File: src/common/priv_exc_pkg.sv
`default_nettype none

package priv_exc_pkg;

    // effective privilege of the load/store access
    typedef enum logic [1:0] {
        PRIV_U = 2'd0,
        PRIV_S = 2'd1,
        PRIV_M = 2'd3
    } priv_lvl_t;

    // mcause codes raised by the translator
    typedef enum logic [3:0] {
        LOAD_PAGE_FAULT  = 4'd13,
        STORE_PAGE_FAULT = 4'd15
    } exc_cause_t;

    // tval carries the faulting virtual address
    typedef struct packed {
        exc_cause_t  cause;
        logic [31:0] tval;
        logic        valid;
    } exception_t;

endpackage

`default_nettype wire

File: src/common/sv32_page_pkg.sv
`default_nettype none

package sv32_page_pkg;

    // --------------------
    // address widths
    // --------------------
    localparam int unsigned VLEN          = 32;
    localparam int unsigned PLEN          = 34;
    localparam int unsigned PPNW          = 22;
    localparam int unsigned PAGE_OFFSET_W = 12;

    // depth of the fully associative data tlb, a power of two
    localparam int unsigned DTLB_ENTRIES  = 4;

    // one pte is a 32-bit word
    localparam int unsigned PTE_BYTES     = 4;

    // --------------------
    // page table entry
    // --------------------
    // sv32 layout, msb first
    typedef struct packed {
        logic [11:0] ppn1;
        logic [9:0]  ppn0;
        logic [1:0]  rsw;
        logic        d;
        logic        a;
        logic        g;
        logic        u;
        logic        x;
        logic        w;
        logic        r;
        logic        v;
    } pte_t;

    // tlb fill from the walker
    // vpn is vaddr[31:12], is_4m marks a level-1 leaf
    typedef struct packed {
        logic        valid;
        logic [19:0] vpn;
        logic        is_4m;
        pte_t        pte;
    } tlb_update_t;

    // --------------------
    // pte memory port
    // --------------------
    // addr is the byte address of a word aligned pte
    typedef struct packed {
        logic            req;
        logic [PLEN-1:0] addr;
    } mem_req_t;

    typedef struct packed {
        logic        gnt;
        logic        rvalid;
        logic [31:0] rdata;
    } mem_rsp_t;

endpackage

`default_nettype wire

File: src/design/data_xlate.sv
`timescale 1ns/1ps
`default_nettype none

module data_xlate (
    input  logic                           clk_i,
    input  logic                           rst_ni,
    input  logic                           en_ld_st_translation_i,
    input  logic                           lsu_req_i,
    input  logic [sv32_page_pkg::VLEN-1:0] lsu_vaddr_i,
    input  logic                           lsu_is_store_i,
    input  logic                           sum_i,
    input  priv_exc_pkg::priv_lvl_t        ld_st_priv_lvl_i,
    input  logic                           dtlb_hit_i,
    input  sv32_page_pkg::pte_t            dtlb_pte_i,
    input  logic                           dtlb_is_4m_i,
    input  logic                           ptw_busy_i,
    input  logic                           walk_error_i,
    output logic                           lsu_dtlb_hit_o,
    output logic                           lsu_valid_o,
    output logic [sv32_page_pkg::PLEN-1:0] lsu_paddr_o,
    output priv_exc_pkg::exception_t       lsu_exception_o,
    output logic                           walk_start_o,
    output logic                           dtlb_miss_o
);

    logic                           req_q;
    logic                           hit_q;
    logic                           is_store_q;
    logic                           is_4m_q;
    logic [sv32_page_pkg::VLEN-1:0] vaddr_q;
    sv32_page_pkg::pte_t            pte_q;
    logic                           access_err;
    logic                           perm_fault;

    // --------------------
    // request stage
    // --------------------
    always_ff @(posedge clk_i or negedge rst_ni) begin
        if (!rst_ni) begin
            req_q <= 1'b0;
            hit_q <= 1'b0;
        end else begin
            req_q <= lsu_req_i;
            hit_q <= dtlb_hit_i;
        end
    end

    always_ff @(posedge clk_i) begin
        vaddr_q    <= lsu_vaddr_i;
        is_store_q <= lsu_is_store_i;
        pte_q      <= dtlb_pte_i;
        is_4m_q    <= dtlb_is_4m_i;
    end

    // bare mode is always ready
    assign lsu_dtlb_hit_o = en_ld_st_translation_i ? dtlb_hit_i : 1'b1;

    // s mode reaches user pages only with sum, u mode only user pages
    assign access_err = ((ld_st_priv_lvl_i == priv_exc_pkg::PRIV_S) && !sum_i && pte_q.u)
                     || ((ld_st_priv_lvl_i == priv_exc_pkg::PRIV_U) && !pte_q.u);

    // stores need w and d, loads need r
    assign perm_fault = access_err || (is_store_q ? (!pte_q.w || !pte_q.d) : !pte_q.r);

    // walk only if the held request still misses now
    assign walk_start_o = en_ld_st_translation_i && req_q && !hit_q && !ptw_busy_i
                       && lsu_req_i && !dtlb_hit_i;
    // perf counter, one pulse per walk
    assign dtlb_miss_o  = walk_start_o;

    // --------------------
    // response
    // --------------------
    always_comb begin
        lsu_paddr_o           = {{(sv32_page_pkg::PLEN - sv32_page_pkg::VLEN){1'b0}}, vaddr_q};
        lsu_valid_o           = req_q;
        lsu_exception_o.cause = is_store_q ? priv_exc_pkg::STORE_PAGE_FAULT
                                           : priv_exc_pkg::LOAD_PAGE_FAULT;
        lsu_exception_o.tval  = vaddr_q;
        lsu_exception_o.valid = 1'b0;

        if (en_ld_st_translation_i) begin
            lsu_valid_o = 1'b0;
            lsu_paddr_o = {pte_q.ppn1, pte_q.ppn0, vaddr_q[11:0]};
            // megapage keeps vpn0 as part of the offset
            if (is_4m_q) begin
                lsu_paddr_o[21:12] = vaddr_q[21:12];
            end
            if (req_q && hit_q) begin
                lsu_valid_o           = 1'b1;
                lsu_exception_o.valid = perm_fault;
            end else if (req_q && walk_error_i) begin
                // a failed walk ends the request with a page fault
                lsu_valid_o           = 1'b1;
                lsu_exception_o.valid = 1'b1;
            end
        end
    end

endmodule

`default_nettype wire

File: src/design/dtlb.sv
`timescale 1ns/1ps
`default_nettype none

module dtlb (
    input  logic                           clk_i,
    input  logic                           rst_ni,
    input  logic                           flush_i,
    input  sv32_page_pkg::tlb_update_t     update_i,
    input  logic [sv32_page_pkg::VLEN-1:0] lu_vaddr_i,
    output logic                           lu_hit_o,
    output sv32_page_pkg::pte_t            lu_pte_o,
    output logic                           lu_is_4m_o
);

    // tag of one entry
    typedef struct packed {
        logic [9:0] vpn1;
        logic [9:0] vpn0;
        logic       is_4m;
    } tag_t;

    tag_t                                           tags_q [sv32_page_pkg::DTLB_ENTRIES];
    sv32_page_pkg::pte_t                            ptes_q [sv32_page_pkg::DTLB_ENTRIES];
    logic [sv32_page_pkg::DTLB_ENTRIES-1:0]         valid_q;
    logic [sv32_page_pkg::DTLB_ENTRIES-1:0]         match;
    // next entry to be filled
    logic [$clog2(sv32_page_pkg::DTLB_ENTRIES)-1:0] victim_q;

    // --------------------
    // lookup
    // --------------------
    always_comb begin
        for (int i = 0; i < sv32_page_pkg::DTLB_ENTRIES; i++) begin
            // a megapage entry only compares vpn1
            match[i] = valid_q[i]
                    && (tags_q[i].vpn1 == lu_vaddr_i[31:22])
                    && (tags_q[i].is_4m || (tags_q[i].vpn0 == lu_vaddr_i[21:12]));
        end
    end

    // pick the first matching entry
    always_comb begin
        lu_hit_o   = 1'b0;
        lu_pte_o   = ptes_q[0];
        lu_is_4m_o = 1'b0;
        for (int i = 0; i < sv32_page_pkg::DTLB_ENTRIES; i++) begin
            if (match[i] && !lu_hit_o) begin
                lu_hit_o   = 1'b1;
                lu_pte_o   = ptes_q[i];
                lu_is_4m_o = tags_q[i].is_4m;
            end
        end
    end

    // --------------------
    // fill and flush
    // --------------------
    // flush wins over a fill in the same cycle
    always_ff @(posedge clk_i or negedge rst_ni) begin
        if (!rst_ni) begin
            valid_q  <= '0;
            victim_q <= '0;
        end else if (flush_i) begin
            valid_q <= '0;
        end else if (update_i.valid) begin
            valid_q[victim_q] <= 1'b1;
            // round robin, wraps at the depth
            victim_q <= victim_q + 1'b1;
        end
    end

    // tag and pte of the victim entry
    always_ff @(posedge clk_i) begin
        if (update_i.valid) begin
            tags_q[victim_q].vpn1  <= update_i.vpn[19:10];
            tags_q[victim_q].vpn0  <= update_i.vpn[9:0];
            tags_q[victim_q].is_4m <= update_i.is_4m;
            ptes_q[victim_q]       <= update_i.pte;
        end
    end

endmodule

`default_nettype wire

File: src/design/mmu_sv32_top.sv
`timescale 1ns/1ps
`default_nettype none

module mmu_sv32_top (
    input  logic                           clk_i,
    input  logic                           rst_ni,
    input  logic                           en_ld_st_translation_i,
    input  logic                           flush_tlb_i,
    input  logic                           lsu_req_i,
    input  logic [sv32_page_pkg::VLEN-1:0] lsu_vaddr_i,
    input  logic                           lsu_is_store_i,
    input  logic                           sum_i,
    input  priv_exc_pkg::priv_lvl_t        ld_st_priv_lvl_i,
    input  logic [sv32_page_pkg::PPNW-1:0] satp_ppn_i,
    input  sv32_page_pkg::mem_rsp_t        mem_rsp_i,
    output logic                           lsu_dtlb_hit_o,
    output logic                           lsu_valid_o,
    output logic [sv32_page_pkg::PLEN-1:0] lsu_paddr_o,
    output priv_exc_pkg::exception_t       lsu_exception_o,
    output logic                           dtlb_miss_o,
    output sv32_page_pkg::mem_req_t        mem_req_o
);

    // --------------------
    // internal wires
    // --------------------
    logic                       dtlb_hit;
    sv32_page_pkg::pte_t        dtlb_pte;
    logic                       dtlb_is_4m;
    sv32_page_pkg::tlb_update_t tlb_update;
    logic                       walk_start;
    logic                       ptw_busy;
    logic                       walk_error;

    // lookup uses the live request address
    dtlb i_dtlb (
        .clk_i      (clk_i),
        .rst_ni     (rst_ni),
        .flush_i    (flush_tlb_i),
        .update_i   (tlb_update),
        .lu_vaddr_i (lsu_vaddr_i),
        .lu_hit_o   (dtlb_hit),
        .lu_pte_o   (dtlb_pte),
        .lu_is_4m_o (dtlb_is_4m)
    );

    // the walk takes the held request straight from the LSU
    ptw_sv32 i_ptw (
        .clk_i           (clk_i),
        .rst_ni          (rst_ni),
        .walk_start_i    (walk_start),
        .walk_vaddr_i    (lsu_vaddr_i),
        .walk_is_store_i (lsu_is_store_i),
        .satp_ppn_i      (satp_ppn_i),
        .mem_rsp_i       (mem_rsp_i),
        .mem_req_o       (mem_req_o),
        .ptw_busy_o      (ptw_busy),
        .walk_error_o    (walk_error),
        .tlb_update_o    (tlb_update)
    );

    data_xlate i_data_xlate (
        .clk_i                  (clk_i),
        .rst_ni                 (rst_ni),
        .en_ld_st_translation_i (en_ld_st_translation_i),
        .lsu_req_i              (lsu_req_i),
        .lsu_vaddr_i            (lsu_vaddr_i),
        .lsu_is_store_i         (lsu_is_store_i),
        .sum_i                  (sum_i),
        .ld_st_priv_lvl_i       (ld_st_priv_lvl_i),
        .dtlb_hit_i             (dtlb_hit),
        .dtlb_pte_i             (dtlb_pte),
        .dtlb_is_4m_i           (dtlb_is_4m),
        .ptw_busy_i             (ptw_busy),
        .walk_error_i           (walk_error),
        .lsu_dtlb_hit_o         (lsu_dtlb_hit_o),
        .lsu_valid_o            (lsu_valid_o),
        .lsu_paddr_o            (lsu_paddr_o),
        .lsu_exception_o        (lsu_exception_o),
        .walk_start_o           (walk_start),
        .dtlb_miss_o            (dtlb_miss_o)
    );

endmodule

`default_nettype wire

File: src/ptw/ptw_sv32.sv
`timescale 1ns/1ps
`default_nettype none

module ptw_sv32 (
    input  logic                           clk_i,
    input  logic                           rst_ni,
    input  logic                           walk_start_i,
    input  logic [sv32_page_pkg::VLEN-1:0] walk_vaddr_i,
    input  logic                           walk_is_store_i,
    input  logic [sv32_page_pkg::PPNW-1:0] satp_ppn_i,
    input  sv32_page_pkg::mem_rsp_t        mem_rsp_i,
    output sv32_page_pkg::mem_req_t        mem_req_o,
    output logic                           ptw_busy_o,
    output logic                           walk_error_o,
    output sv32_page_pkg::tlb_update_t     tlb_update_o
);

    typedef enum logic [1:0] {
        IDLE,
        WAIT_GRANT,
        WAIT_RVALID,
        PROPAGATE_ERROR
    } state_e;

    state_e                         state_q, state_d;
    // high while the level-1 pte is read
    logic                           level_q, level_d;
    logic [sv32_page_pkg::VLEN-1:0] vaddr_q, vaddr_d;
    logic                           is_store_q, is_store_d;
    logic [sv32_page_pkg::PLEN-1:0] addr_q, addr_d;
    sv32_page_pkg::tlb_update_t     update_q, update_d;

    sv32_page_pkg::pte_t            pte;
    logic [sv32_page_pkg::PLEN-1:0] l1_addr;
    logic [sv32_page_pkg::PLEN-1:0] l0_addr;
    logic                           is_leaf;
    logic                           pte_fault;

    assign pte = sv32_page_pkg::pte_t'(mem_rsp_i.rdata);

    // --------------------
    // pte addresses
    // --------------------
    // root table from satp, indexed by vpn1
    assign l1_addr = {satp_ppn_i, {sv32_page_pkg::PAGE_OFFSET_W{1'b0}}}
                   + walk_vaddr_i[31:22] * sv32_page_pkg::PTE_BYTES;
    // second table from the pointer pte, indexed by vpn0
    assign l0_addr = {pte.ppn1, pte.ppn0, {sv32_page_pkg::PAGE_OFFSET_W{1'b0}}}
                   + vaddr_q[21:12] * sv32_page_pkg::PTE_BYTES;

    // --------------------
    // pte checks
    // --------------------
    // r or x set means leaf, otherwise pointer
    assign is_leaf = pte.r || pte.x;

    // invalid or reserved w-only encoding
    // pointer at the last level
    // misaligned megapage
    // accessed clear, or dirty clear on a store
    assign pte_fault = !pte.v
                    || (pte.w && !pte.r)
                    || (!is_leaf && !level_q)
                    || (is_leaf && level_q && (pte.ppn0 != '0))
                    || (is_leaf && !pte.a)
                    || (is_leaf && is_store_q && !pte.d);

    // --------------------
    // walk FSM
    // --------------------
    always_comb begin
        state_d        = state_q;
        level_d        = level_q;
        vaddr_d        = vaddr_q;
        is_store_d     = is_store_q;
        addr_d         = addr_q;
        update_d       = update_q;
        update_d.valid = 1'b0;

        case (state_q)
            IDLE: begin
                if (walk_start_i) begin
                    state_d    = WAIT_GRANT;
                    level_d    = 1'b1;
                    vaddr_d    = walk_vaddr_i;
                    is_store_d = walk_is_store_i;
                    addr_d     = l1_addr;
                end
            end
            // req stays up with a fixed address until granted
            WAIT_GRANT: begin
                if (mem_rsp_i.gnt) begin
                    state_d = WAIT_RVALID;
                end
            end
            WAIT_RVALID: begin
                if (mem_rsp_i.rvalid) begin
                    if (pte_fault) begin
                        state_d = PROPAGATE_ERROR;
                    end else if (!is_leaf) begin
                        // descend to level 0
                        state_d = WAIT_GRANT;
                        level_d = 1'b0;
                        addr_d  = l0_addr;
                    end else begin
                        state_d        = IDLE;
                        update_d.valid = 1'b1;
                        update_d.vpn   = vaddr_q[31:12];
                        update_d.is_4m = level_q;
                        update_d.pte   = pte;
                    end
                end
            end
            PROPAGATE_ERROR: state_d = IDLE;
            default:         state_d = IDLE;
        endcase
    end

    always_ff @(posedge clk_i or negedge rst_ni) begin
        if (!rst_ni) begin
            state_q  <= IDLE;
            level_q  <= 1'b0;
            update_q <= '0;
        end else begin
            state_q  <= state_d;
            level_q  <= level_d;
            update_q <= update_d;
        end
    end

    always_ff @(posedge clk_i) begin
        vaddr_q    <= vaddr_d;
        is_store_q <= is_store_d;
        addr_q     <= addr_d;
    end

    assign mem_req_o.req  = (state_q == WAIT_GRANT);
    assign mem_req_o.addr = addr_q;

    // busy also covers the fill cycle, the tlb is written at its end
    assign ptw_busy_o   = (state_q != IDLE) || update_q.valid;
    assign walk_error_o = (state_q == PROPAGATE_ERROR);
    assign tlb_update_o = update_q;

endmodule

`default_nettype wire

File: config.mk
export PLATFORM = sky130hd
export DESIGN_NAME = mmu_sv32_top
export DESIGN_NICKNAME = d
export VERILOG_FILES = /design/src/common/priv_exc_pkg.sv /design/src/common/sv32_page_pkg.sv /design/src/design/data_xlate.sv /design/src/design/dtlb.sv /design/src/design/mmu_sv32_top.sv /design/src/ptw/ptw_sv32.sv
export SDC_FILE = /design/constraint.sdc
export NUM_CORES = 1
export LEC_CHECK = 0
export CAP_MARGIN = 20
export CORE_MARGIN = 5
export CORE_UTILIZATION = 51
export DETAILED_ROUTE_END_ITERATION = 6
export DONT_BUFFER_PORTS = 1
export PLACE_DENSITY = 0.69
export SKIP_CTS_REPAIR_TIMING = 1
export SYNTH_ARGS = -nofsm -noshare
export SYNTH_HDL_FRONTEND = slang
export SYNTH_SLANG_ARGS = --single-unit
File: constraint.sdc
create_clock -name clk_i -period 4 [get_ports clk_i]
set_input_delay 0.8 -clock clk_i [delete_from_list [all_inputs] [get_ports clk_i]]
set_output_delay 0.8 -clock clk_i [all_outputs]
set_load 0.01 [all_outputs]
Word level (Yosys, flattened, before mapping) --
Memory sizes are Yosys's and may differ from the RTL's. Cells that the tools add are included.
Storage, ports and cells: flip-flop bits (word level) 192, bits of input ports 97, logic and storage cells 177, output and inout bits 109, memory bits (writable) 212, memories 2
Operators by class: add/subtract/negate cells 3, reductions and logical operators 71, order comparisons 2, mux-type cells 47, bitwise logic cells 3, equal/unequal tests 17
Memory list:
- i_dtlb.ptes_q | depth 4, width 32, rd ports 4, clocked after memory_dff 0, write ports 1, RTL line dtlb.sv:23 | sv32_page_pkg::pte_t ptes_q [sv32_page_pkg::DTLB_ENTRIES];
- i_dtlb.tags_q | depth 4, width 21, rd ports 4, clocked after memory_dff 0, write ports 1, RTL line dtlb.sv:22 | tag_t tags_q [sv32_page_pkg::DTLB_ENTRIES];
Operator list (count):
- 54-bit two-way mux | 4
- 34-bit two-way mux | 5
- 32-bit two-way mux | 3
- 10-bit == test | 8
- 34-bit by 12-bit adder with 34-bit output | 2
- 34-bit one-hot mux with 2 select lines | 1
- 1-bit logical AND | 29
- 1-bit two-way mux | 23
- 1-bit zero test | 17
- 1-bit logical OR | 14
- 10-bit two-way mux | 1
- 2-bit two-way mux | 5
- 2-bit inequality test, second input constant | 5
- 10-bit nonzero test | 1
- 4-bit two-way mux | 2
- 2-bit one-hot mux with 4 select lines | 1
- 2-bit nonzero test | 3
- 5-bit AND reduction | 1
- 2-bit by 1-bit == test with 1-bit output, second input constant | 2
- 2-bit == test, second input constant | 2
- 2-bit zero test | 2
- 4-bit OR | 1
- 2-bit AND reduction | 2
- 4-bit AND reduction | 1
- other kinds (7) | 8

Depth between registers and ports, before layout --
An unclocked memory read counts as a cell.
depth in word-level cells 18, gate-level depth with buffers 10, mapped depth without buffers 7

By module --
Synthesis repeated with hierarchy kept, for this count alone.
Second synthesis, totals: cells, all modules 885, area total of the unflattened synthesis 14820.5 µm²
Modules (own cells, without submodules):
- dtlb | instances 1, seq. area each 6516.2 µm², cells an instance 523, area each 8743.4 µm²
- ptw_sv32 | instances 1, seq. area each 3017.9 µm², cells an instance 243, area each 4289.1 µm²
- data_xlate | instances 1, seq. area each 1251.2 µm², cells an instance 119, area each 1788.0 µm²

Worst setup path after synthesis --
Ideal clock, no wire load.
path type in2reg, start point input lsu_vaddr_i[27] (netlist bit), end point register i_ptw.is_store_q (enable), path slack -0.377 ns, data arrival time 3.925 ns, cell stages on the path 7, buffers on the path 1, data required time 3.548 ns, setup time 0.452 ns, cell sequence clkbuf_1 -> xnor2_1 -> nand3_1 -> nor3_1 -> a22oi_2 -> nand3_1 -> nor4_1
Between the ends: cells in the longest elaborated chain, start to end 16, elaborated cells between the ends (all ways) 25, those cells by class eq/ne: 4; mux: 4; reduce/logical: 17
RTL lines:
- from (decl) | RTL line mmu_sv32_top.sv:10 | input logic [sv32_page_pkg::VLEN-1:0] lsu_vaddr_i,
- 10-bit == test | RTL line dtlb.sv:36 | && (tags_q[i].vpn1 == lu_vaddr_i[31:22])
- 1-bit logical AND | RTL line dtlb.sv:36
- 1-bit logical AND | RTL line dtlb.sv:37 | && (tags_q[i].is_4m || (tags_q[i].vpn0 == lu_vaddr_i[21:12]));
- 1-bit two-way mux | RTL line dtlb.sv:47 | if (match[i] && !lu_hit_o) begin
- 1-bit zero test | RTL line dtlb.sv:47
- 1-bit logical AND | RTL line dtlb.sv:47
- 1-bit two-way mux | RTL line dtlb.sv:47
- 1-bit zero test | RTL line dtlb.sv:47
- 1-bit logical AND | RTL line dtlb.sv:47
- 1-bit two-way mux | RTL line dtlb.sv:47
- 1-bit zero test | RTL line dtlb.sv:47
- 1-bit logical AND | RTL line dtlb.sv:47
- 1-bit two-way mux * | RTL line dtlb.sv:47
- named net dtlb_hit | RTL line mmu_sv32_top.sv:27 | logic dtlb_hit;
- 1-bit zero test * | RTL line data_xlate.sv:67 | && lsu_req_i && !dtlb_hit_i;
- 1-bit logical AND * | RTL line data_xlate.sv:67
- 2-bit AND reduction (no source line) *
- to (signal assigned) | RTL line ptw_sv32.sv:133 | is_store_q <= is_store_d;
- to (decl) | RTL line ptw_sv32.sv:29 | logic is_store_q, is_store_d;
The timed path passes the listed nets; every way through them passes the cells marked *. A chain may end at the register's enable or synchronous reset.

==> results.cfg <==
[status]
run_status = finished, final reports clean

[pwr]
power-per-cell-area_mw_per_mm2 = 561
max-vdd-ir-drop_mv = 0.448
pleak_uw = 0.00541

[clock_tree]
htree_num_levels = 2
cts.clk_slew.worst_paths_ns = 0.06
tritoncts = built
clk_latency_ns = 0.53
clock_sink_count = 360
cts.root.buffer_cell = sky130_fd_sc_hd__clkbuf_16
cts_made_buffers = 37
clock_path_buffers = 3

[worst_setup_path]
r2r-end = i_ptw.addr_q[8]$_DFFE_PP_
worstSetupStartpointType = register
worst-path-max-fanout = 6
worstSetupPathType = register to output port
worstPathRequired_ns = 3.20
r2r-start = i_dtlb.tags_q[0][10]$_DFFE_PP_
cp-end-kind = output port
ff2ff_setup_slack_ns = 0.84
critical_path_arrival_ns = 2.72
timing.reg2reg.worst_path_depth = 8
critPathLaunch = i_dtlb.tags_q[0][10]$_DFFE_PP_

[global_routing]
grtUsageTotal = 0.191
grt_start_max_net_pins = 60
overflow = 0
antenna_found_initial = 1
grt_pass1_vias = 7423
wire_length_of_the_first_global_routing_pass_mm = 44.2

[yosys]
distinct_cell_type_count_after_synthesis = 47
sequential_area_share_after_synthesis = 0.731
synthesis.instances = 815
post_synth_top_area_cell = sky130_fd_sc_hd__edfxtp_1
synth_flop_cell = sky130_fd_sc_hd__edfxtp_1
synth.top_cells.by_count = sky130_fd_sc_hd__edfxtp_1 (241), sky130_fd_sc_hd__mux2_2 (106), sky130_fd_sc_hd__dfxtp_1 (60)
synthesis.area_per_instance_um2 = 16.6
synth_enable_flop_cells = 241
yosysMostFrequentCell = sky130_fd_sc_hd__edfxtp_1
post_synthesis_sequential_element_count = 360
syn-cell-area_mm2 = 0.0136
synth_async_reset_ratio = 0.164
yosys.area.top_type_share = 0.534
count_of_warnings_emitted_by_yosys = 0
yosys-top-cells-area = sky130_fd_sc_hd__edfxtp_1 (53%), sky130_fd_sc_hd__dfrtp_1 (11%), sky130_fd_sc_hd__dfxtp_1 (8.9%), sky130_fd_sc_hd__mux2_2 (8.8%), sky130_fd_sc_hd__xnor2_1 (3.8%)

[die]
initial_utilization = 0.519
floorplan.core_area_mm2 = 0.0261
std_cell_rows = 59
ioPinCount = 206
dieArea_mm2 = 0.0299
die_height_um = 173
chipWidth_um = 173

[sta]
finalClockSkew_ns = 0.0213
worst_pin_slew_ns = 1.07
min_period_ns = 3.52
unrepaired_setup_endpoints_after_global_routing = no
report.final.hold_viol_count = 0
post_route_setup_slack_ns = 0.476
fin_setup_tns_ns = 0
layout_worst_path_cycle_share = 0.881
worst_case_headroom_to_the_max_slew_limit = 0.286
max_freq_mhz = 284
final-max-slew-violation-count = 0
finalSetupViolCount = 0

[detailed_routing]
drc = 0
detail-route-antenna-nets = 0
wl_per_cell_um = 24.6
drtPass1Iterations = 5
totalWireLength_mm = 29.2
drt-initial-drc-count = 452
dr_vias_cell = 5.80
vias = 6886

[cells_and_area]
layout-drive-gt1-share = 0.229
area.growth.synth_to_final_pct = 11.3
fillers = 1973
fin_nets = 924

[flow_run]
max_cap_violations = 0

[worst_hold_path]
holdCritPathClass = primary input to asynchronous set/reset pin

[placement]
numPortBuffers = 0
hpwl_detailed_mm = 19.0
place_worst_setup_slack_ns = 0.442
globalplace.congestion = 0.888
## state kept, by name (all words and copies together), names as in the netlist, 2 cells and up
signal,cells
i_data_xlate.pte_q,26
i_data_xlate.vaddr_q,32
i_dtlb.ptes_q,104
i_dtlb.tags_q,84
i_dtlb.valid_q,4
i_dtlb.victim_q,2
i_ptw.addr_q,32
i_ptw.state_q,2
i_ptw.tlb_update_o,48
i_ptw.vaddr_q,20
## per-stage QoR
step                      instances  hold WS, ns  total power (uW)   util  instance area [um2]
after floorplan                 818        0.426              5020      -                13600
after global placement         1118        0.433              5140  0.530                13800
after detailed placement       1118        0.434              5190  0.530                13800
after CTS                      1186      -0.0547              8510  0.576                15100
after global routing           1188        0.168              8760  0.577                15100
final                          1188        0.158              8460  0.577                15100
## worst max-delay path, cell delays in order (launching register included)
cell,delay [ns]
sky130_fd_sc_hd__edfxtp_1,0.37
sky130_fd_sc_hd__xor2_1,0.23
sky130_fd_sc_hd__nor4_2,0.12
sky130_fd_sc_hd__a41o_1,0.29
sky130_fd_sc_hd__a22oi_2,0.29
sky130_fd_sc_hd__nand3_1,0.31
sky130_fd_sc_hd__nor4_4,0.58
## layout make-up
cell class | instances | area, um2 | share of cell area
clock inverters | 17 | 140 | 0.00929
multi-input cells | 402 | 3370 | 0.224
well taps | 335 | 419 | 0.0278
repair buffers | 17 | 148 | 0.00979
clock buffers | 51 | 1070 | 0.0710
flip-flops and latches | 360 | 9910 | 0.657
inverters | 5 | 18.8 | 0.00124
diodes | 1 | 2.50 | 0.000166
## placed cells by master (no fill, tap or decap), types with 2 or more instances in the layout
cell and instances:
sky130_fd_sc_hd__a21oi_1 3, sky130_fd_sc_hd__a41o_1 2, sky130_fd_sc_hd__and2_1 2, sky130_fd_sc_hd__and2_2 4, sky130_fd_sc_hd__buf_4 16, sky130_fd_sc_hd__clkbuf_1 7, sky130_fd_sc_hd__clkbuf_16 39, sky130_fd_sc_hd__clkbuf_8 5
sky130_fd_sc_hd__clkinv_1 3, sky130_fd_sc_hd__clkinv_2 9, sky130_fd_sc_hd__clkinvlp_4 2, sky130_fd_sc_hd__conb_1 5, sky130_fd_sc_hd__dfrtp_1 59, sky130_fd_sc_hd__dfxtp_1 60, sky130_fd_sc_hd__edfxtp_1 241, sky130_fd_sc_hd__ha_1 4
sky130_fd_sc_hd__inv_1 5, sky130_fd_sc_hd__mux2_1 20, sky130_fd_sc_hd__mux2_2 106, sky130_fd_sc_hd__nand2_1 5, sky130_fd_sc_hd__nand2b_1 4, sky130_fd_sc_hd__nand3_1 9, sky130_fd_sc_hd__nand4_1 17, sky130_fd_sc_hd__nor2_1 41
sky130_fd_sc_hd__nor2b_1 2, sky130_fd_sc_hd__nor3_1 7, sky130_fd_sc_hd__nor4_1 6, sky130_fd_sc_hd__nor4_4 2, sky130_fd_sc_hd__o211a_1 2, sky130_fd_sc_hd__o21a_1 2, sky130_fd_sc_hd__o21ai_0 31, sky130_fd_sc_hd__o2bb2ai_1 27
sky130_fd_sc_hd__xnor2_1 59, sky130_fd_sc_hd__xor2_1 22
## routing by layer
layer  share of wire  vias to the layer above  track usage
li1                -                     3021            -
met1            0.40                     3507        0.245
met2            0.49                      305        0.322
met3           0.082                       53       0.0568
met4           0.021                        0       0.0499
met5               0                        -            0
## power breakdown
| group | internal (uW) | switching, uW |
|---|---|---|
| clock | 1960 | 1380 |
| sequential | 4350 | 241 |
| combinational | 284 | 250 |
| total | 6590 | 1870 |
## cell families (layout without fill, tap and decap cells)
logic type | after synthesis | count (layout) | synth area share
AOI/OAI and AO/OA | 78 | 78 | 0.0425
other | 2 | 6 | 0.000554
muxes | 126 | 126 | 0.105
buffers and inverters | 56 | 90 | 0.0233
adders and majority gates | 4 | 4 | 0.00369
xor gates and xnor gates | 81 | 81 | 0.0523
DFF | 360 | 360 | 0.731
and+or+nand+nor | 108 | 108 | 0.0417
## worst max-delay path by stage
stage	end	slack (ns)	cells past startpoint
after global routing	dtlb_miss_o	0.31	6
after global placement	i_ptw.addr_q[8]$_DFFE_PP_	0.57	8
after CTS	dtlb_miss_o	0.44	6
final	dtlb_miss_o	0.48	6
after detailed placement	i_ptw.addr_q[8]$_DFFE_PP_	0.44	8
after floorplan	i_ptw.is_store_q$_DFFE_PP_	0.49	7
No activity file was read; power rests on OpenSTA's default activity.
